**src/vfmau_pkg.sv**
```systemverilog
//--------------------------------------------------------------------------
// Shared widths, the operand word union and the stage bundles of the vfmau
// multiply-accumulate pipe. Compiled ahead of every RTL file
//--------------------------------------------------------------------------
package vfmau_pkg;

  //------------------------------------------------------------------------
  // Widths
  //------------------------------------------------------------------------
  // Operand and result word
  localparam int WORD_W = 32;
  // One half-mode lane
  localparam int LANE_W = 16;
  // Half-mode multiplier input
  localparam int BYTE_W = 8;

  //------------------------------------------------------------------------
  // Operand word, read either whole or as two lanes
  //------------------------------------------------------------------------
  // Upper lane first so lane.hi sits on bits 31:16
  typedef struct packed {
    logic [LANE_W-1:0] hi;
    logic [LANE_W-1:0] lo;
  } vfmau_lanes_s;

  // Full view for 32-bit math, lane view for split math
  typedef union packed {
    logic [WORD_W-1:0] full;
    vfmau_lanes_s      lane;
  } vfmau_word_u;

  //------------------------------------------------------------------------
  // Stage bundles
  //------------------------------------------------------------------------
  // Issue fields, sampled on the edge where vld is high
  typedef struct packed {
    logic        vld;
    logic        half;
    logic        fma;
    vfmau_word_u src_a;
    vfmau_word_u src_b;
    vfmau_word_u src_c;
  } vfmau_issue_s;

  // Pipe-down pair of one stage boundary
  typedef struct packed {
    logic full_pipedown;
    logic half_pipedown;
  } vfmau_strobe_s;

  // Strobes for every boundary, from the control block
  typedef struct packed {
    vfmau_strobe_s ex12;
    vfmau_strobe_s ex23;
    vfmau_strobe_s ex34;
    vfmau_strobe_s ex45;
  } vfmau_pipe_s;

  // Half flag per datapath stage, back to the control block
  typedef struct packed {
    logic ex1;
    logic ex2;
    logic ex3;
    logic ex4;
  } vfmau_half_s;

endpackage

```
**src/vfmau_ctrl.sv**
```systemverilog
//--------------------------------------------------------------------------
// Valid chain EX1 to EX5 and the full/half pipe-down strobes of vfmau.
// Flush clears every stage; the datapath loads its registers on the strobes
//--------------------------------------------------------------------------
`timescale 1ns/1ps

module vfmau_ctrl (
  input  logic                   ctrl_ex4_ex5_clk,
  input  logic                   cpurst_b,
  input  logic                   issue_vld,
  input  logic                   flush,
  input  vfmau_pkg::vfmau_half_s stage_half,
  output vfmau_pkg::vfmau_pipe_s pipe,
  output logic                   result_vld,
  output logic                   result_half
);
  import vfmau_pkg::*;

  logic       ex2_vld;
  logic       ex3_vld;
  logic       ex4_vld;
  logic       ex5_wb_vld;
  logic       ex5_half;
  logic [3:0] stage_vld;
  logic [3:0] prev_vld;
  logic [2:0] half_vld;
  logic [2:0] half_now;
  logic [2:0] half_prev;

  //------------------------------------------------------------------------
  // Pipe-down strobes
  //------------------------------------------------------------------------
  // EX1 valid is the issue strobe itself
  always_comb
  begin
    pipe.ex12.full_pipedown = issue_vld & ~stage_half.ex1;
    pipe.ex12.half_pipedown = issue_vld &  stage_half.ex1;
    pipe.ex23.full_pipedown = ex2_vld   & ~stage_half.ex2;
    pipe.ex23.half_pipedown = ex2_vld   &  stage_half.ex2;
    pipe.ex34.full_pipedown = ex3_vld   & ~stage_half.ex3;
    pipe.ex34.half_pipedown = ex3_vld   &  stage_half.ex3;
    pipe.ex45.full_pipedown = ex4_vld   & ~stage_half.ex4;
    pipe.ex45.half_pipedown = ex4_vld   &  stage_half.ex4;
  end

  //------------------------------------------------------------------------
  // Stage valids
  //------------------------------------------------------------------------
  // EX2 drops an issue that meets a flush
  always_ff @(posedge ctrl_ex4_ex5_clk or negedge cpurst_b)
  begin
    if (!cpurst_b)
      ex2_vld <= 1'b0;
    else if (flush)
      ex2_vld <= 1'b0;
    else
      ex2_vld <= issue_vld;
  end

  // EX3
  always_ff @(posedge ctrl_ex4_ex5_clk or negedge cpurst_b)
  begin
    if (!cpurst_b)
      ex3_vld <= 1'b0;
    else if (flush)
      ex3_vld <= 1'b0;
    else
      ex3_vld <= ex2_vld;
  end

  // EX4
  always_ff @(posedge ctrl_ex4_ex5_clk or negedge cpurst_b)
  begin
    if (!cpurst_b)
      ex4_vld <= 1'b0;
    else if (flush)
      ex4_vld <= 1'b0;
    else
      ex4_vld <= ex3_vld;
  end

  //------------------------------------------------------------------------
  // EX5 writeback
  //------------------------------------------------------------------------
  // Any EX4 pipe-down ends in a writeback for MUL and FMA alike
  always_ff @(posedge ctrl_ex4_ex5_clk or negedge cpurst_b)
  begin
    if (!cpurst_b)
      ex5_wb_vld <= 1'b0;
    else if (flush)
      ex5_wb_vld <= 1'b0;
    else
      ex5_wb_vld <= pipe.ex45.full_pipedown | pipe.ex45.half_pipedown;
  end

  // Mode of the word in the result register
  always_ff @(posedge ctrl_ex4_ex5_clk or negedge cpurst_b)
  begin
    if (!cpurst_b)
      ex5_half <= 1'b0;
    else if (ex4_vld)
      ex5_half <= stage_half.ex4;
  end

  assign result_vld  = ex5_wb_vld;
  assign result_half = ex5_half;

  //------------------------------------------------------------------------
  // Checks
  //------------------------------------------------------------------------
  assign stage_vld = {ex5_wb_vld, ex4_vld, ex3_vld, ex2_vld};
  assign prev_vld  = {ex4_vld, ex3_vld, ex2_vld, issue_vld};
  assign half_vld  = {ex4_vld, ex3_vld, ex2_vld};
  assign half_now  = {stage_half.ex4, stage_half.ex3, stage_half.ex2};
  assign half_prev = {stage_half.ex3, stage_half.ex2, stage_half.ex1};

  // Datapath half flag moves down together with its valid
  a_half_follow: assert property (@(posedge ctrl_ex4_ex5_clk) disable iff (!cpurst_b)
    ((half_now ^ $past(half_prev)) & half_vld) == 3'b000)
    else $error("vfmau_ctrl: stage half flag does not match its operation");

  // Valid only moves down from a valid stage with no flush in between
  a_vld_chain: assert property (@(posedge ctrl_ex4_ex5_clk) disable iff (!cpurst_b)
    (stage_vld & ~$past(prev_vld & {4{~flush}})) == 4'b0000)
    else $error("vfmau_ctrl: stage valid without a valid source stage");

endmodule

```
**src/vfmau_pp_gen.sv**
```systemverilog
//--------------------------------------------------------------------------
// EX1 decode of the issue word and the EX1 to EX2 partial-product registers.
// A MUL enters with a zero addend, so later stages never look at the opcode
//--------------------------------------------------------------------------
`timescale 1ns/1ps

module vfmau_pp_gen (
  input  logic                    ctrl_ex4_ex5_clk,
  input  logic                    cpurst_b,
  input  vfmau_pkg::vfmau_issue_s issue,
  input  vfmau_pkg::vfmau_pipe_s  pipe,
  output logic                    ex1_half,
  output logic                    ex2_half,
  output vfmau_pkg::vfmau_word_u  pp_lo,
  output vfmau_pkg::vfmau_word_u  pp_hi,
  output vfmau_pkg::vfmau_word_u  ex2_addend
);
  import vfmau_pkg::*;

  logic [LANE_W-1:0] full_a;
  logic [BYTE_W-1:0] full_b_lo;
  logic [BYTE_W-1:0] full_b_hi;
  vfmau_word_u       ex1_pp_lo;
  vfmau_word_u       ex1_pp_hi;
  vfmau_word_u       ex1_addend;
  logic              ex12_en;

  //------------------------------------------------------------------------
  // EX1 decode
  //------------------------------------------------------------------------
  assign ex1_half = issue.half;

  // Full mode uses the low lane of a and b as 16-bit operands
  assign full_a    = issue.src_a.lane.lo;
  assign full_b_lo = issue.src_b.lane.lo[BYTE_W-1:0];
  assign full_b_hi = issue.src_b.lane.lo[LANE_W-1:BYTE_W];

  // Low partial product or both lane byte products side by side
  always_comb
  begin
    ex1_pp_lo = '0;
    if (ex1_half)
    begin
      ex1_pp_lo.lane.lo = LANE_W'(issue.src_a.lane.lo[BYTE_W-1:0])
                        * LANE_W'(issue.src_b.lane.lo[BYTE_W-1:0]);
      ex1_pp_lo.lane.hi = LANE_W'(issue.src_a.lane.hi[BYTE_W-1:0])
                        * LANE_W'(issue.src_b.lane.hi[BYTE_W-1:0]);
    end
    else
      ex1_pp_lo.full = WORD_W'(full_a) * WORD_W'(full_b_lo);
  end

  // Upper byte of b at weight 2^8 for the EX2 fold
  assign ex1_pp_hi.full = WORD_W'(full_a) * WORD_W'(full_b_hi);

  // Zero addend turns MUL into FMA with c = 0
  assign ex1_addend = issue.fma ? issue.src_c : '0;

  //------------------------------------------------------------------------
  // EX1 to EX2
  //------------------------------------------------------------------------
  assign ex12_en = pipe.ex12.full_pipedown | pipe.ex12.half_pipedown;

  always_ff @(posedge ctrl_ex4_ex5_clk or negedge cpurst_b)
  begin
    if (!cpurst_b)
      ex2_half <= 1'b0;
    else if (ex12_en)
      ex2_half <= ex1_half;
  end

  // Lane products and addend in either mode
  always_ff @(posedge ctrl_ex4_ex5_clk)
  begin
    if (ex12_en)
    begin
      pp_lo      <= ex1_pp_lo;
      ex2_addend <= ex1_addend;
    end
  end

  // Cross-lane partial product for full mode only
  always_ff @(posedge ctrl_ex4_ex5_clk)
  begin
    if (pipe.ex12.full_pipedown)
      pp_hi <= ex1_pp_hi;
  end

  // Half op leaves the upper partial product untouched
  a_hi_full_only: assert property (@(posedge ctrl_ex4_ex5_clk) disable iff (!cpurst_b)
    pipe.ex12.half_pipedown |=> $stable(pp_hi.full))
    else $error("vfmau_pp_gen: upper partial product loaded for a half op");

endmodule

```
**src/vfmau_pp_compress.sv**
```systemverilog
//--------------------------------------------------------------------------
// EX2 to EX3 partial-product summation. Full mode folds in the upper product
// one byte up; half mode keeps the two lane products apart
//--------------------------------------------------------------------------
`timescale 1ns/1ps

module vfmau_pp_compress (
  input  logic                   ctrl_ex4_ex5_clk,
  input  logic                   cpurst_b,
  input  vfmau_pkg::vfmau_pipe_s pipe,
  input  logic                   ex2_half,
  input  vfmau_pkg::vfmau_word_u pp_lo,
  input  vfmau_pkg::vfmau_word_u pp_hi,
  input  vfmau_pkg::vfmau_word_u ex2_addend,
  output logic                   ex3_half,
  output vfmau_pkg::vfmau_word_u product,
  output vfmau_pkg::vfmau_word_u ex3_addend
);
  import vfmau_pkg::*;

  vfmau_word_u pp_hi_shift;
  vfmau_word_u ex2_product;
  logic        ex23_en;

  //------------------------------------------------------------------------
  // EX2 summation
  //------------------------------------------------------------------------
  // Upper product carries weight 2^8
  assign pp_hi_shift.full = {pp_hi.full[WORD_W-BYTE_W-1:0], {BYTE_W{1'b0}}};

  // Half mode has no add at all, so no carry crosses lanes
  // pp_hi is stale in half mode and never selected
  always_comb
  begin
    if (ex2_half)
      ex2_product = pp_lo;
    else
      ex2_product.full = pp_lo.full + pp_hi_shift.full;
  end

  //------------------------------------------------------------------------
  // EX2 to EX3
  //------------------------------------------------------------------------
  assign ex23_en = pipe.ex23.full_pipedown | pipe.ex23.half_pipedown;

  always_ff @(posedge ctrl_ex4_ex5_clk or negedge cpurst_b)
  begin
    if (!cpurst_b)
      ex3_half <= 1'b0;
    else if (ex23_en)
      ex3_half <= ex2_half;
  end

  // Product and addend move together
  always_ff @(posedge ctrl_ex4_ex5_clk)
  begin
    if (ex23_en)
    begin
      product    <= ex2_product;
      ex3_addend <= ex2_addend;
    end
  end

endmodule

```
**src/vfmau_acc_wb.sv**
```systemverilog
//--------------------------------------------------------------------------
// Addend accumulate at EX3 to EX4 and the result register at EX4 to EX5.
// The lane carry is held apart in EX4 and only full mode folds it in
//--------------------------------------------------------------------------
`timescale 1ns/1ps

module vfmau_acc_wb (
  input  logic                   ctrl_ex4_ex5_clk,
  input  logic                   cpurst_b,
  input  vfmau_pkg::vfmau_pipe_s pipe,
  input  logic                   ex3_half,
  input  vfmau_pkg::vfmau_word_u product,
  input  vfmau_pkg::vfmau_word_u ex3_addend,
  output logic                   ex4_half,
  output vfmau_pkg::vfmau_word_u result
);
  import vfmau_pkg::*;

  logic [LANE_W:0]   lo_sum;
  logic [LANE_W-1:0] hi_sum;
  vfmau_word_u       ex4_sum;
  logic              ex4_carry;
  logic              ex34_en;

  //------------------------------------------------------------------------
  // EX3 lane adders
  //------------------------------------------------------------------------
  // Low lane keeps its carry out for the full-mode fold
  assign lo_sum = {1'b0, product.lane.lo} + {1'b0, ex3_addend.lane.lo};
  // High lane without the low-lane carry
  assign hi_sum = product.lane.hi + ex3_addend.lane.hi;

  //------------------------------------------------------------------------
  // EX3 to EX4
  //------------------------------------------------------------------------
  assign ex34_en = pipe.ex34.full_pipedown | pipe.ex34.half_pipedown;

  always_ff @(posedge ctrl_ex4_ex5_clk or negedge cpurst_b)
  begin
    if (!cpurst_b)
      ex4_half <= 1'b0;
    else if (ex34_en)
      ex4_half <= ex3_half;
  end

  // Both lane sums, either mode
  always_ff @(posedge ctrl_ex4_ex5_clk)
  begin
    if (ex34_en)
    begin
      ex4_sum.lane.hi <= hi_sum;
      ex4_sum.lane.lo <= lo_sum[LANE_W-1:0];
    end
  end

  // Upper carry, only a full op ever reads it
  always_ff @(posedge ctrl_ex4_ex5_clk)
  begin
    if (pipe.ex34.full_pipedown)
      ex4_carry <= lo_sum[LANE_W];
  end

  //------------------------------------------------------------------------
  // EX4 to EX5 result
  //------------------------------------------------------------------------
  // Full op finishes the 32-bit add, half op drops the carry
  always_ff @(posedge ctrl_ex4_ex5_clk)
  begin
    if (pipe.ex45.full_pipedown)
    begin
      result.lane.hi <= ex4_sum.lane.hi + LANE_W'(ex4_carry);
      result.lane.lo <= ex4_sum.lane.lo;
    end
    else if (pipe.ex45.half_pipedown)
      result <= ex4_sum;
  end

endmodule

```
**src/vfmau_top.sv**
```systemverilog
//--------------------------------------------------------------------------
// Top level of the vfmau pipe. Wires the control block to the three
// datapath stages; one result per cycle, 4 cycles after issue
//--------------------------------------------------------------------------
`timescale 1ns/1ps

module vfmau_top (
  input  logic                    ctrl_ex4_ex5_clk,
  input  logic                    cpurst_b,
  input  vfmau_pkg::vfmau_issue_s issue,
  input  logic                    flush,
  output logic                    result_vld,
  output logic                    result_half,
  output vfmau_pkg::vfmau_word_u  result
);
  import vfmau_pkg::*;

  vfmau_pipe_s pipe;
  vfmau_half_s stage_half;
  logic        ex1_half;
  logic        ex2_half;
  logic        ex3_half;
  logic        ex4_half;
  vfmau_word_u pp_lo;
  vfmau_word_u pp_hi;
  vfmau_word_u ex2_addend;
  vfmau_word_u product;
  vfmau_word_u ex3_addend;

  // Half flags from each datapath stage back to control
  assign stage_half = '{ex1: ex1_half, ex2: ex2_half, ex3: ex3_half, ex4: ex4_half};

  //------------------------------------------------------------------------
  // Control
  //------------------------------------------------------------------------
  vfmau_ctrl i_ctrl (
    .ctrl_ex4_ex5_clk (ctrl_ex4_ex5_clk),
    .cpurst_b         (cpurst_b),
    .issue_vld        (issue.vld),
    .flush            (flush),
    .stage_half       (stage_half),
    .pipe             (pipe),
    .result_vld       (result_vld),
    .result_half      (result_half)
  );

  //------------------------------------------------------------------------
  // Datapath
  //------------------------------------------------------------------------
  // EX1 decode and partial products
  vfmau_pp_gen i_pp_gen (
    .ctrl_ex4_ex5_clk (ctrl_ex4_ex5_clk),
    .cpurst_b         (cpurst_b),
    .issue            (issue),
    .pipe             (pipe),
    .ex1_half         (ex1_half),
    .ex2_half         (ex2_half),
    .pp_lo            (pp_lo),
    .pp_hi            (pp_hi),
    .ex2_addend       (ex2_addend)
  );

  // EX2 product summation
  vfmau_pp_compress i_pp_compress (
    .ctrl_ex4_ex5_clk (ctrl_ex4_ex5_clk),
    .cpurst_b         (cpurst_b),
    .pipe             (pipe),
    .ex2_half         (ex2_half),
    .pp_lo            (pp_lo),
    .pp_hi            (pp_hi),
    .ex2_addend       (ex2_addend),
    .ex3_half         (ex3_half),
    .product          (product),
    .ex3_addend       (ex3_addend)
  );

  // EX3 accumulate, EX4 writeback register
  vfmau_acc_wb i_acc_wb (
    .ctrl_ex4_ex5_clk (ctrl_ex4_ex5_clk),
    .cpurst_b         (cpurst_b),
    .pipe             (pipe),
    .ex3_half         (ex3_half),
    .product          (product),
    .ex3_addend       (ex3_addend),
    .ex4_half         (ex4_half),
    .result           (result)
  );

endmodule

```
**config.mk**
```make
export PLATFORM = sky130hd
export DESIGN_NAME = vfmau_top
export DESIGN_NICKNAME = d
export VERILOG_FILES = /design/src/vfmau_pkg.sv /design/src/vfmau_ctrl.sv /design/src/vfmau_pp_gen.sv /design/src/vfmau_pp_compress.sv /design/src/vfmau_acc_wb.sv /design/src/vfmau_top.sv
export SDC_FILE = /design/constraint.sdc
export NUM_CORES = 1
export LEC_CHECK = 0
export BUFFER_PORTS_ARGS = -buffer_cell sky130_fd_sc_hd__buf_2
export CAP_MARGIN = 25
export CORE_ASPECT_RATIO = 1.1
export CORE_MARGIN = 3
export CORE_UTILIZATION = 30
export CTS_CLUSTER_SIZE = 20
export DETAILED_ROUTE_END_ITERATION = 12
export HOLD_SLACK_MARGIN = 0.08
export PLACE_DENSITY_LB_ADDON = 0.15
export SYNTH_ARGS = -nofsm -noshare
export SYNTH_HDL_FRONTEND = slang
export SYNTH_HIERARCHICAL = 1
export SYNTH_SLANG_ARGS = --single-unit
```
**constraint.sdc**
```tcl
create_clock -name ctrl_ex4_ex5_clk -period 2.64 [get_ports ctrl_ex4_ex5_clk]
set_input_delay 0.132 -clock ctrl_ex4_ex5_clk [delete_from_list [all_inputs] [get_ports ctrl_ex4_ex5_clk]]
set_output_delay 0.132 -clock ctrl_ex4_ex5_clk [all_outputs]
set_load 0.01 [all_outputs]
```
Word level (Yosys, flattened, before mapping):

Index checks and enable logic that the tools add are counted.

* add/subtract/negate cells: 4
* muxes and demuxes: 8
* reduce and logical (&&, ||, !) cells: 1
* $mul: 4
* bitwise logic cells: 16

Operator list (count)
* 32-bit two-way mux: 3
* 16-bit by 8-bit multiplier with 24-bit output: 2
* 32-bit adder: 1
* 8-bit by 8-bit multiplier with 16-bit output: 2
* 24-bit two-way mux: 1
* 16-bit by 16-bit adder with 17-bit output: 1
* 16-bit by 1-bit adder with 16-bit output: 1
* 16-bit adder: 1
* 1-bit bitwise AND: 8
* 1-bit two-way mux: 4
* 1-bit inverter: 4
* 1-bit OR: 4
* 2-bit nonzero test: 1

* input port bits: 102
* bits in registers: 225

Depth between registers and ports, before layout:

Gate-level depths: netlist of run 1.

* word-level depth: 4
* mapped depth: 19

By module:

The synthesis of run 1 kept the hierarchy.

By module, submodules not included
* vfmau_pp_gen: area each 13909.6 µm², cells each 1437, instances 1
* vfmau_acc_wb: area each 3824.9 µm², cells each 320, instances 1
* vfmau_pp_compress: area each 3413.3 µm², cells each 279, instances 1
* vfmau_ctrl: area each 216.5 µm², cells each 18, instances 1

Worst setup path after synthesis of run 1:

Ideal clock, no wire load.

* path type: in2reg
* from: input port issue[44] (netlist bit)
* to: register i_pp_gen/pp_hi[22] (netlist bit) (data pin)
* cell stages on the path: 17
* arrival: 4331 ps
* slack: -1952 ps
* required time: 2380 ps
* path buffers: 1
* cells stage by stage: clkbuf_1 and2_1 fa_1 inv_1 fa_1 inv_1 fa_1 inv_1 fa_1 inv_1 ha_1 nor2b_1 a311o_1 o21a_2 a221o_1 a311oi_2 xnor2_1

RTL lines
* from (decl): RTL line vfmau_top.sv:10 `input vfmau_pkg::vfmau_issue_s issue,`
* to (signal assigned): RTL line vfmau_pp_gen.sv:86 `pp_hi <= ex1_pp_hi;`
* to (decl): RTL line vfmau_pp_gen.sv:15 `output vfmau_pkg::vfmau_word_u pp_hi,`

==> metrics.md, run 1 <==
| Metric | Value |
|---|---|
| Initial antenna violation count | 0 |
| Die ar. | 0.0742 mm2 |
| Critical-path top delay cell | fa_1 |
| Top delay family on crit path | adder cells |
| Status | finished, violations left |
| Worst Max-Slew Pin Slew | 0.744 ns |
| Final GP Congestion | 0.848 |
| Remaining DRCs | 0 |
| Cell area after synthesis | 0.0213 mm2 |
| Clk pwr share | 11.8% |
| Synth warnings | 6 |
| Root Driver | clkbuf_16 |
| Commonest cells after routing, fill and taps aside | buf_4, inv_1, and2_1, edfxtp_1, fa_1 |
| Fin util | 40.2% |
| 1st-iter DRT viols | 680 |
| Die W | 260 um |
| Max transition margin | 50.4% |
| Top Ports | 136 |
| Worst Setup Start Kind | input pin |
| First-pass GRT wire length | 90200 um |
| Power density cells | 1010 mW/mm2 |
| Worst EP arrival | 4.23 ns |
| Port Buffers | 119 |
| Final hold vios | 0 |
| Max Cap Viol | 0 |
| Worst clock skew | 0.0122 ns |
| DRT Wirelength | 55300 um |
| # diodes | 0 |
| Grt ovf | 0 |
| Buf/Inv on CP | 5 |
| Layout cells sized above 1 | 28.2% |
| Final #Nets | 3013 |
| Clock Latency Late Sink | 0.53 ns |
| Internal | 0.0169 W |
| Seq pwr share | 20.3% |
| TritonCTS clock tree | done |
| Post-Syn Instances | 2045 |
| DR vias/cell | 4.55 |
| Worst-path fanout max | 8 |
| NetSw | 0.0114 W |
| Clock transition at path regs | 0.06 ns |
| CTS Sinks | 225 |
| 1st-pass router iterations | 4 |
| Max stage delay on crit path | 0.56 ns |
| Vias in the first global route | 16.9k |
| Final Setup Violations | 48 |
| WS Path Type | in2reg |
| Final ANT Viol Nets | 0 |
| Switching share of power | 40.3% |
| Logic pwr share | 67.9% |
| Failing checks | negative setup slack |
| Max layer used | met4 |
| Hpwl dp | 45300 um |
| WHS | 0.192 ns |
| Final Cycle Share | 150% |
| Wire length per cell | 16.1 um |
| CTS H-tree lvls | 1 |
| Average cell area after synthesis | 10.4 um2 |
| Met2 WL | 25600 um |
| Metal1 wirelength | 27100 um |
| Max VDD drop | 447 uV |
| CTS max path bufs | 3 |
| Layout fillers | 6832 |
| Initial Util | 30.6% |
| CORE AREA | 0.0696 mm2 |
| Worst path cell trace | buf_12, and2_4, fa_1, inv_2, fa_1, inv_2, fa_1, inv_2, fa_1, inv_2, ha_4, nor2b_4, a311o_1, o21a_2, a221o_1, a311oi_2, xnor2_1 |
| TritonCTS Buffers | 25 |
| Lkg Pwr | 12.5 nW |
| Worst setup EP type | register |
| Die Ht | 285 um |
| Final worst path period need | 3.96 ns |
| Max Slew Vio Count | 0 |
| Largest net degree at the start of global routing | 43 |
| Final Worst Setup Slack | -1.32 ns |
| RSZ-0062 raised after global routing | yes |
| GRT Total Usage | 15.1% |
| Num rows | 101 |
| Area grow syn2layout | 31.6% |
| WL met3 | 1600 um |
| Hold/Removal Path Class | in2reg |
| CP Data Required Time | 2.91 ns |
| Commonest non-fill, non-tap cell in the layout | buf_4 |
| Via count | 15.6k |
| Syn Nets | 2562 |
| Fmax | 252 MHz |
## final timing paths
| kind | startpoint | end | slack (ns) | cells past startpoint |
|---|---|---|---|---|
| max | issue[67] | i_pp_gen/pp_hi[22] | -1.32 | 17 |
| min | issue[48] | i_pp_gen/pp_lo[16] | 0.19 | 4 |
| max reg2reg | i_pp_gen/pp_lo[8] | i_pp_compress/product[28] | -0.10 | 11 |
| min reg2reg | i_acc_wb/ex4_sum[3] | i_acc_wb/result[3] | 0.41 | 0 |
| max in group asynchronous | cpurst_b | i_ctrl/ex3_vld | 1.76 | 3 |
| min in group asynchronous | cpurst_b | i_ctrl/result_half | 0.59 | 3 |
## worst register-to-register path: stages, from the launching register on
cell and delay (ns):
edfxtp_1 0.40, ha_2 0.22, inv_2 0.04, fa_2 0.33, and2b_1 0.21, o211ai_1 0.14, a311oi_2 0.37, buf_4 0.19
o21ai_4 0.07, o311ai_2 0.24, xnor2_1 0.17, o21ai_1 0.09
## area by class of cell
class	count	area [um2]	share of cell area [%]
Clock inverter	12	119	0.424
Multi-Input combinational cell	1491	14400	51.5
Sequential cell	225	6720	24.0
Inverter	269	1010	3.60
Tap cell	927	1160	4.14
Clock buffer	33	656	2.34
Timing Repair Buffer	484	3920	14.0
## per-stage QoR
step	TNS [ns]	power, W	cell area (um2)	std cells	setup WS, ns
after floorplan	-50.95	0.0164	21800	2045	-1.72
after global placement	-71.61	0.0226	25600	3334	-1.94
after detailed placement	-71.93	0.0227	25600	3334	-2.00
after CTS	-41.16	0.0275	27600	3432	-1.30
after global routing	-47.96	0.0309	28000	3441	-1.44
final	-42.59	0.0283	28000	3441	-1.32
## power by group through the flow
stage | sequential [W] | combinational, W | clock [W]
global route | 0.00582 | 0.0215 | 0.00359
finish | 0.00575 | 0.0192 | 0.00333
CTS | 0.00580 | 0.0182 | 0.00345
floorplan | 0.00550 | 0.0109 | 0
global placement | 0.00587 | 0.0167 | 0
detailed placement | 0.00587 | 0.0168 | 0
## sequential cells by signal (all words and copies together) (netlist names), 24 cells and up
register	flops
i_acc_wb/ex4_sum	32
i_acc_wb/result	32
i_pp_compress/ex3_addend	32
i_pp_compress/product	32
i_pp_gen/ex2_addend	32
i_pp_gen/pp_hi	24
i_pp_gen/pp_lo	32
## layer usage
layer / vias to the layer above / track usage (%)
met2: 241 / 25.1
met4: 0 / 3.18
met5: - / 0
met3: 53 / 1.27
met1: 7580 / 21.4
li1: 7775 / -
## timing repair
action                                  CTS  global route
pin swaps                                75            52
endpoints found under the hold margin    44             0
cloned                                    0             0
endpoints found under the setup margin   50            59
resized for setup                       168            94
setup buffers                            25            13
hold buffers                             36             0
No activity file was read; power rests on OpenSTA's default activity.
==> inputs of run 2 (changes only) <==
--- a/config.mk
+++ b/config.mk
@@ -7,7 +7,6 @@
 export LEC_CHECK = 0
 export BUFFER_PORTS_ARGS = -buffer_cell sky130_fd_sc_hd__buf_2
 export CAP_MARGIN = 25
-export CORE_ASPECT_RATIO = 1.1
 export CORE_MARGIN = 3
 export CORE_UTILIZATION = 30
 export CTS_CLUSTER_SIZE = 20
@@ -16,5 +15,4 @@
 export PLACE_DENSITY_LB_ADDON = 0.15
 export SYNTH_ARGS = -nofsm -noshare
 export SYNTH_HDL_FRONTEND = slang
-export SYNTH_HIERARCHICAL = 1
 export SYNTH_SLANG_ARGS = --single-unit
==> run 2 against run 1 <==
The run still ends with negative setup slack left; sequential power shrank 5.2%; largest cell class unchanged; cell count rose by 2.7%; die area increased by 0.50%; clock-buffer cell count decreased by 5.
==> metrics.md, run 2 <==
| Metric | Value |
|---|---|
| R2r worst-path depth | 12 |
| Reg-to-reg endpoint | i_pp_compress.product[28] |
| Post-Syn Instances | 2076 |
| Clock Latency Late Sink | 0.52 ns |
| Worst-path fanout max | 8 |
| Placed Cells | 3379 |
| Root Driver | clkbuf_16 |
| Yosys cell types | 70 |
| Dpl ws | -2.14 ns |
| WHS Path Cells | 2 |
| Final Worst Setup Slack | -1.54 ns |
| Worst Max-Slew Pin Slew | 0.676 ns |
| Area grow syn2layout | 38.1% |
| Max Cap Viol | 0 |
| GRT Total Usage | 14.6% |
| Top post-synthesis cells by count | inv_1, and2_1, edfxtp_1, fa_1, ha_1 |
| Hold/Removal Path Class | in2reg |
| Hold EP | i_pp_gen.ex2_addend[13] |
| Final Setup Violations | 46 |
| Lkg Pwr | 13.2 nW |
| Switching share of power | 40.1% |
| Flops & latches, synth | 225 |
| Initial antenna violation count | 1 |
| CTS H-tree lvls | 1 |
| Die ar. | 0.0746 mm2 |
| Status | finished, violations left |
| Asr flop ratio synth | 3.56% |
| First-pass GRT wire length | 89200 um |
| 1st-pass router iterations | 5 |
| Final worst path period need | 4.18 ns |
| Layout Cells excl Fill | 3534 |
| Max transition margin | 54.9% |
| CTS Sinks | 225 |
| CTS max path bufs | 3 |
| DRT Wirelength | 54500 um |
| Die W | 273 um |
| Fmax | 239 MHz |
| Hpwl dp | 44100 um |
| Most frequent cell after synthesis | inv_1 |
| Power density cells | 1050 mW/mm2 |
| Commonest cells after routing, fill and taps aside | buf_4, inv_1, and2_1, edfxtp_1, fa_1 |
| Logic pwr share | 71.4% |
| Worst setup EP type | register |
| Final hold vios | 0 |
| Seq pwr share | 17.5% |
| Worst clock skew | 0.0128 ns |
| Prevailing post-synth register cell | edfxtp_1 |
| Grt ovf | 0 |
| Top cells by area, synth | edfxtp_1, fa_1, ha_1 |
| Internal | 0.0186 W |
| Reg2Reg Setup Slack | -0.12 ns |
| Final Cycle Share | 158% |
| Hold wc startpoint | issue[98] |
| Commonest non-fill, non-tap cell in the layout | buf_4 |
| CORE AREA | 0.0704 mm2 |
| Average cell area after synthesis | 10.3 um2 |
| Register area share after synthesis | 31.4% |
| Cell accounting for the most synthesized area | edfxtp_1 |
| Clock transition at path regs | 0.06 ns |
| Clk pwr share | 11.1% |
| Wire length per cell | 15.4 um |
| Num rows | 97 |
| Synth warnings | 0 |
| Layout cells sized above 1 | 32.9% |
| Remaining DRCs | 0 |
| Largest net degree at the start of global routing | 68 |
| TritonCTS clock tree | done |
| Top Ports | 136 |
| WS Path Type | in2reg |
| CP Data Required Time | 2.90 ns |
| Syn Nets | 2593 |
| Port Buffers | 119 |
| Die Ht | 273 um |
| Cell area after synthesis | 0.0214 mm2 |
| Worst Setup Start Kind | input pin |
| Initial Util | 30.4% |
| Fin util | 42.0% |
| Failing checks | negative setup slack |
| Yosys top cell area share | 30.4% |
| Max Slew Vio Count | 0 |
| TritonCTS Buffers | 24 |
| Final GP Congestion | 0.840 |
| Reg2reg start | i_pp_gen.pp_lo[8] |
| Total Power | 0.0311 W |
| Worst EP arrival | 4.45 ns |
| Final ANT Viol Nets | 0 |
| RSZ-0062 raised after global routing | yes |
| Via count | 15.9k |
| Layout fillers | 6761 |
| EDFF count, synth | 217 |
| Max VDD drop | 586 uV |
| Final #Nets | 3094 |
| 1st-iter DRT viols | 605 |
| Vias in the first global route | 17.4k |
| NetSw | 0.0125 W |
| DR vias/cell | 4.50 |
[run 2: power by group through the flow]
stage | clock (W) | combinational [W] | sequential, W
floorplan | 0 | 0.0110 | 0.00535
CTS | 0.00358 | 0.0202 | 0.00547
global route | 0.00373 | 0.0245 | 0.00553
global placement | 0 | 0.0172 | 0.00553
detailed placement | 0 | 0.0173 | 0.00553
finish | 0.00345 | 0.0222 | 0.00545
[run 2: critical path: stages]
cell and delay (ns):
buf_12 0.11, buf_6 0.11, buf_6 0.12, buf_4 0.13
and2_1 0.16, fa_1 0.47, fa_1 0.49, fa_1 0.55
fa_2 0.49, ha_4 0.30, nand4_1 0.13, nor2_1 0.27
o21ai_4 0.13, a21oi_2 0.20, or2_4 0.15, buf_4 0.10
a31oi_1 0.07, or3_1 0.34
[run 2: worst max path at each step]
stage / start / to / slack, ns
finish: issue[36] / i_pp_gen.pp_lo[23] / -1.54
CTS: issue[39] / i_pp_gen.pp_lo[23] / -1.42
floorplan: issue[67] / i_pp_gen.pp_lo[23] / -1.88
global route: issue[36] / i_pp_gen.pp_lo[23] / -1.66
detailed placement: issue[69] / i_pp_gen.pp_lo[23] / -2.14
global placement: issue[69] / i_pp_gen.pp_lo[23] / -2.11
[run 2: final cells by class]
| class | count | area [um2] | area share, % |
|---|---|---|---|
| diodes | 1 | 2.50 | 0.00847 |
| clock buffers | 28 | 637 | 2.15 |
| repair buffers | 537 | 4610 | 15.6 |
| clock inverters | 14 | 179 | 0.605 |
| flip-flops and latches | 225 | 6720 | 22.7 |
| well taps | 940 | 1180 | 3.98 |
| multi-input cells | 1499 | 15100 | 51.2 |
| inverters | 290 | 1090 | 3.68 |
[run 2: cell families (layout without fill, tap and decap cells)]
group / count (synthesis) / in the layout / synth area share [%]
adders and majority gates: 415 / 415 / 31.8
AOI/OAI and AO/OA: 323 / 323 / 10.0
xor gates and xnor gates: 95 / 95 / 3.89
and+or+nand+nor: 652 / 652 / 16.1
buffers and inverters: 352 / 869 / 6.21
muxes: 14 / 14 / 0.701
DFF: 225 / 225 / 31.4
other: 0 / 1 / 0
[run 2: timing repair]
item / 4_1_cts / 5_1_grt
cloned: 2 / 1
gates resized for setup: 304 / 163
endpoints found under the hold margin: 44 / 0
endpoints found under the setup margin: 51 / 62
pin swaps: 167 / 136
hold buffers: 35 / 0
setup buffers: 42 / 48
[run 2: layer usage]
layer / track usage, % / part of all wire (%)
met2: 25.5 / 49
met5: 0 / 0
met1: 19.5 / 46
met4: 3.82 / 2.2
met3: 1.12 / 2.5
[run 2: per-stage QoR]
step | TNS [ns] | cell area, um2 | hold slack, ns
floorplan | -47.16 | 22100 | -0.164
global placement | -73.03 | 25800 | -0.00854
detailed placement | -73.92 | 25800 | -0.00541
CTS | -40.70 | 28600 | 0.173
global route | -49.10 | 29600 | 0.193
finish | -43.26 | 29600 | 0.189
==> inputs of run 3 (changes only) <==
--- a/config.mk
+++ b/config.mk
@@ -7,12 +7,10 @@
 export LEC_CHECK = 0
 export BUFFER_PORTS_ARGS = -buffer_cell sky130_fd_sc_hd__buf_2
 export CAP_MARGIN = 25
-export CORE_MARGIN = 3
 export CORE_UTILIZATION = 30
 export CTS_CLUSTER_SIZE = 20
 export DETAILED_ROUTE_END_ITERATION = 12
 export HOLD_SLACK_MARGIN = 0.08
-export PLACE_DENSITY_LB_ADDON = 0.15
 export SYNTH_ARGS = -nofsm -noshare
 export SYNTH_HDL_FRONTEND = slang
 export SYNTH_SLANG_ARGS = --single-unit
==> run 3 against run 2 <==
The flow still finishes with violations (negative setup slack); sequential share of layout area grew 0.65 points; register-to-register slack gained 0.04 ns; cell count shrank 0.93%; non-clock buffer count shrank 33; maximum frequency grew 1.9%; combinational power shrank 9.0%; sequential cell count is the same; sequential power is essentially flat; design area shrank 2.8%; wire length shrank 0.42%; die area shrank 2.9%; critical path type unchanged; largest power group unchanged.
==> metrics.md, run 3 (synthesis gave the netlist of run 2 again) <==
| Metric | Value |
|---|---|
| Status | finished, violations left |
| Failing checks | negative setup slack |
| Setup TNS | -39.37 ns |
| GRT Total Usage | 14.8% |
| Final worst path period need | 4.11 ns |
| Commonest non-fill, non-tap cell in the layout | buf_4 |
| Port Buffers | 119 |
| WL met3 | 1900 um |
| Hold/Removal Path Class | in2reg |
| Final GP Congestion | 0.870 |
| Met2 WL | 26000 um |
| Final ANT Viol Nets | 0 |
| Hold wc startpoint | issue[97] |
| Power density cells | 1010 mW/mm2 |
| Initial antenna violation count | 1 |
| Vias in the first global route | 17.2k |
| TritonCTS Buffers | 25 |
| Worst EP arrival | 4.36 ns |
| Layout cells sized above 1 | 30.8% |
| Remaining DRCs | 0 |
| CP Data Required Time | 2.89 ns |
| Crit-path most repeated cell | fa_1 |
| Clock Latency Late Sink | 0.52 ns |
| Final Worst Setup Slack | -1.47 ns |
| Final Cycle Share | 156% |
| Num rows | 97 |
| Worst Setup Start Kind | input pin |
| Reg2reg start | i_pp_gen.pp_lo[8] |
| Final #Nets | 3062 |
| Root Driver | clkbuf_16 |
| CTS H-tree lvls | 1 |
| Hpwl dp | 44300 um |
| Fmax | 244 MHz |
| Worst setup EP type | register |
| Crit path launch | issue[72] |
| # diodes | 0 |
| Die Ht | 269 um |
| Worst clock skew | 0.0103 ns |
| RSZ-0062 raised after global routing | yes |
| Max transition margin | 51.1% |
| DRT Wirelength | 54300 um |
| Grt ovf | 0 |
| Max Slew Vio Count | 0 |
| Top delay family on crit path | adder cells |
| Worst Max-Slew Pin Slew | 0.733 ns |
| Worst-path fanout max | 7 |
| Final hold vios | 0 |
| Via count | 16.0k |
| Initial Util | 30.5% |
| Commonest cells after routing, fill and taps aside | buf_4, inv_1, and2_1, edfxtp_1, fa_1 |
| Critical-path top delay cell | fa_1 |
| Placed Cells | 3379 |
| CORE AREA | 0.0703 mm2 |
| Die W | 269 um |
| Wire length per cell | 15.5 um |
| WS Path Type | in2reg |
| TritonCTS clock tree | done |
| Lkg Pwr | 12.8 nW |
| Largest net degree at the start of global routing | 35 |
| DR vias/cell | 4.58 |
| Layout Cells excl Fill | 3501 |
| Clock transition at path regs | 0.06 ns |
| Max Cap Viol | 0 |
| Max VDD drop | 608 uV |
| CTS Sinks | 225 |
| Worst path cell trace | buf_2, and2_1, fa_1, fa_1, fa_1, inv_2, fa_1, inv_2, ha_4, a41o_1, a221oi_2, o221a_4, a21oi_4, or2_4, and4_4, or3_1 |
| Top Ports | 136 |
| First-pass GRT wire length | 88600 um |
| 1st-iter DRT viols | 802 |
| Area grow syn2layout | 34.2% |
| Final Setup Violations | 47 |
| Max layer used | met4 |
| 1st-pass router iterations | 5 |
| CTS max path bufs | 3 |
| Buf/Inv on CP | 3 |
| Max stage delay on crit path | 0.57 ns |
| Metal1 wirelength | 25000 um |
| Die ar. | 0.0724 mm2 |
==> run 3: path summary, 6_finish.rpt <==
check	cells after the start	endpoint	slack (ns)
max in group asynchronous	3	i_ctrl.ex2_vld	1.65
max	16	i_pp_gen.pp_lo[23]	-1.47
min in group asynchronous	3	i_pp_gen.ex2_half	0.65
min	2	i_pp_gen.pp_lo[17]	0.16
min reg2reg	0	i_pp_compress.ex3_addend[22]	0.41
max reg2reg	13	i_pp_compress.product[26]	-0.08
==> run 3: worst register-to-register path, stage by stage (launching register included) <==
cell	delay, ns
edfxtp_1	0.36
ha_2	0.20
inv_2	0.04
fa_2	0.33
nor2b_1	0.12
o21a_1	0.14
o211ai_1	0.09
buf_4	0.17
a211oi_4	0.29
buf_4	0.17
nor3_4	0.04
buf_6	0.14
a21o_1	0.20
a221oi_2	0.26
==> run 3: what timing repair did <==
| item | 4_1_cts | 5_1_grt |
|---|---|---|
| hold buffers | 36 | 0 |
| cloned | 0 | 2 |
| setup endpoints to repair | 54 | 62 |
| buffers inserted | 34 | 12 |
| pin swaps | 127 | 135 |
| hold endpoints to repair | 52 | 0 |
| resized for setup | 210 | 158 |
==> run 3: cell type report <==
cell class | count | area (um2)
Tap cell | 940 | 1180
Clock buffer | 33 | 666
Timing Repair Buffer | 504 | 4110
Inverter | 290 | 1090
Fill cell | 6632 | 41500
Multi-Input combinational cell | 1499 | 14900
Clock inverter | 10 | 114
Sequential cell | 225 | 6720
==> run 3: per-stage QoR <==
stage / util, % / total power [W] / setup WS (ns) / hold slack (ns) / cell area, um2
5_1_grt: 40.9 / 0.0313 / -1.57 / 0.147 / 28700
2_1_floorplan: - / 0.0163 / -1.88 / -0.164 / 22100
4_1_cts: 39.8 / 0.0276 / -1.43 / 0.145 / 27900
3_3_place_gp: 36.7 / 0.0221 / -2.06 / -0.00282 / 25800
6_report: 40.9 / 0.0290 / -1.47 / 0.164 / 28700
3_5_place_dp: 36.7 / 0.0224 / -2.10 / 0.00165 / 25800
==> run 3: where the power goes <==
part	switching, W	internal [W]	total [W]
combinational	0.00993	0.0103	0.0202
sequential	0.000347	0.00511	0.00545
clock	0.00134	0.00197	0.00331
total	0.0116	0.0174	0.0290
==> run 3: per-layer routing <==
layer  up-vias  global-route usage [%]
li1       7892                       -
met1      7782                    19.6
met2       291                    25.7
met3        67                    1.31
met4         0                    4.27
met5         -                       0
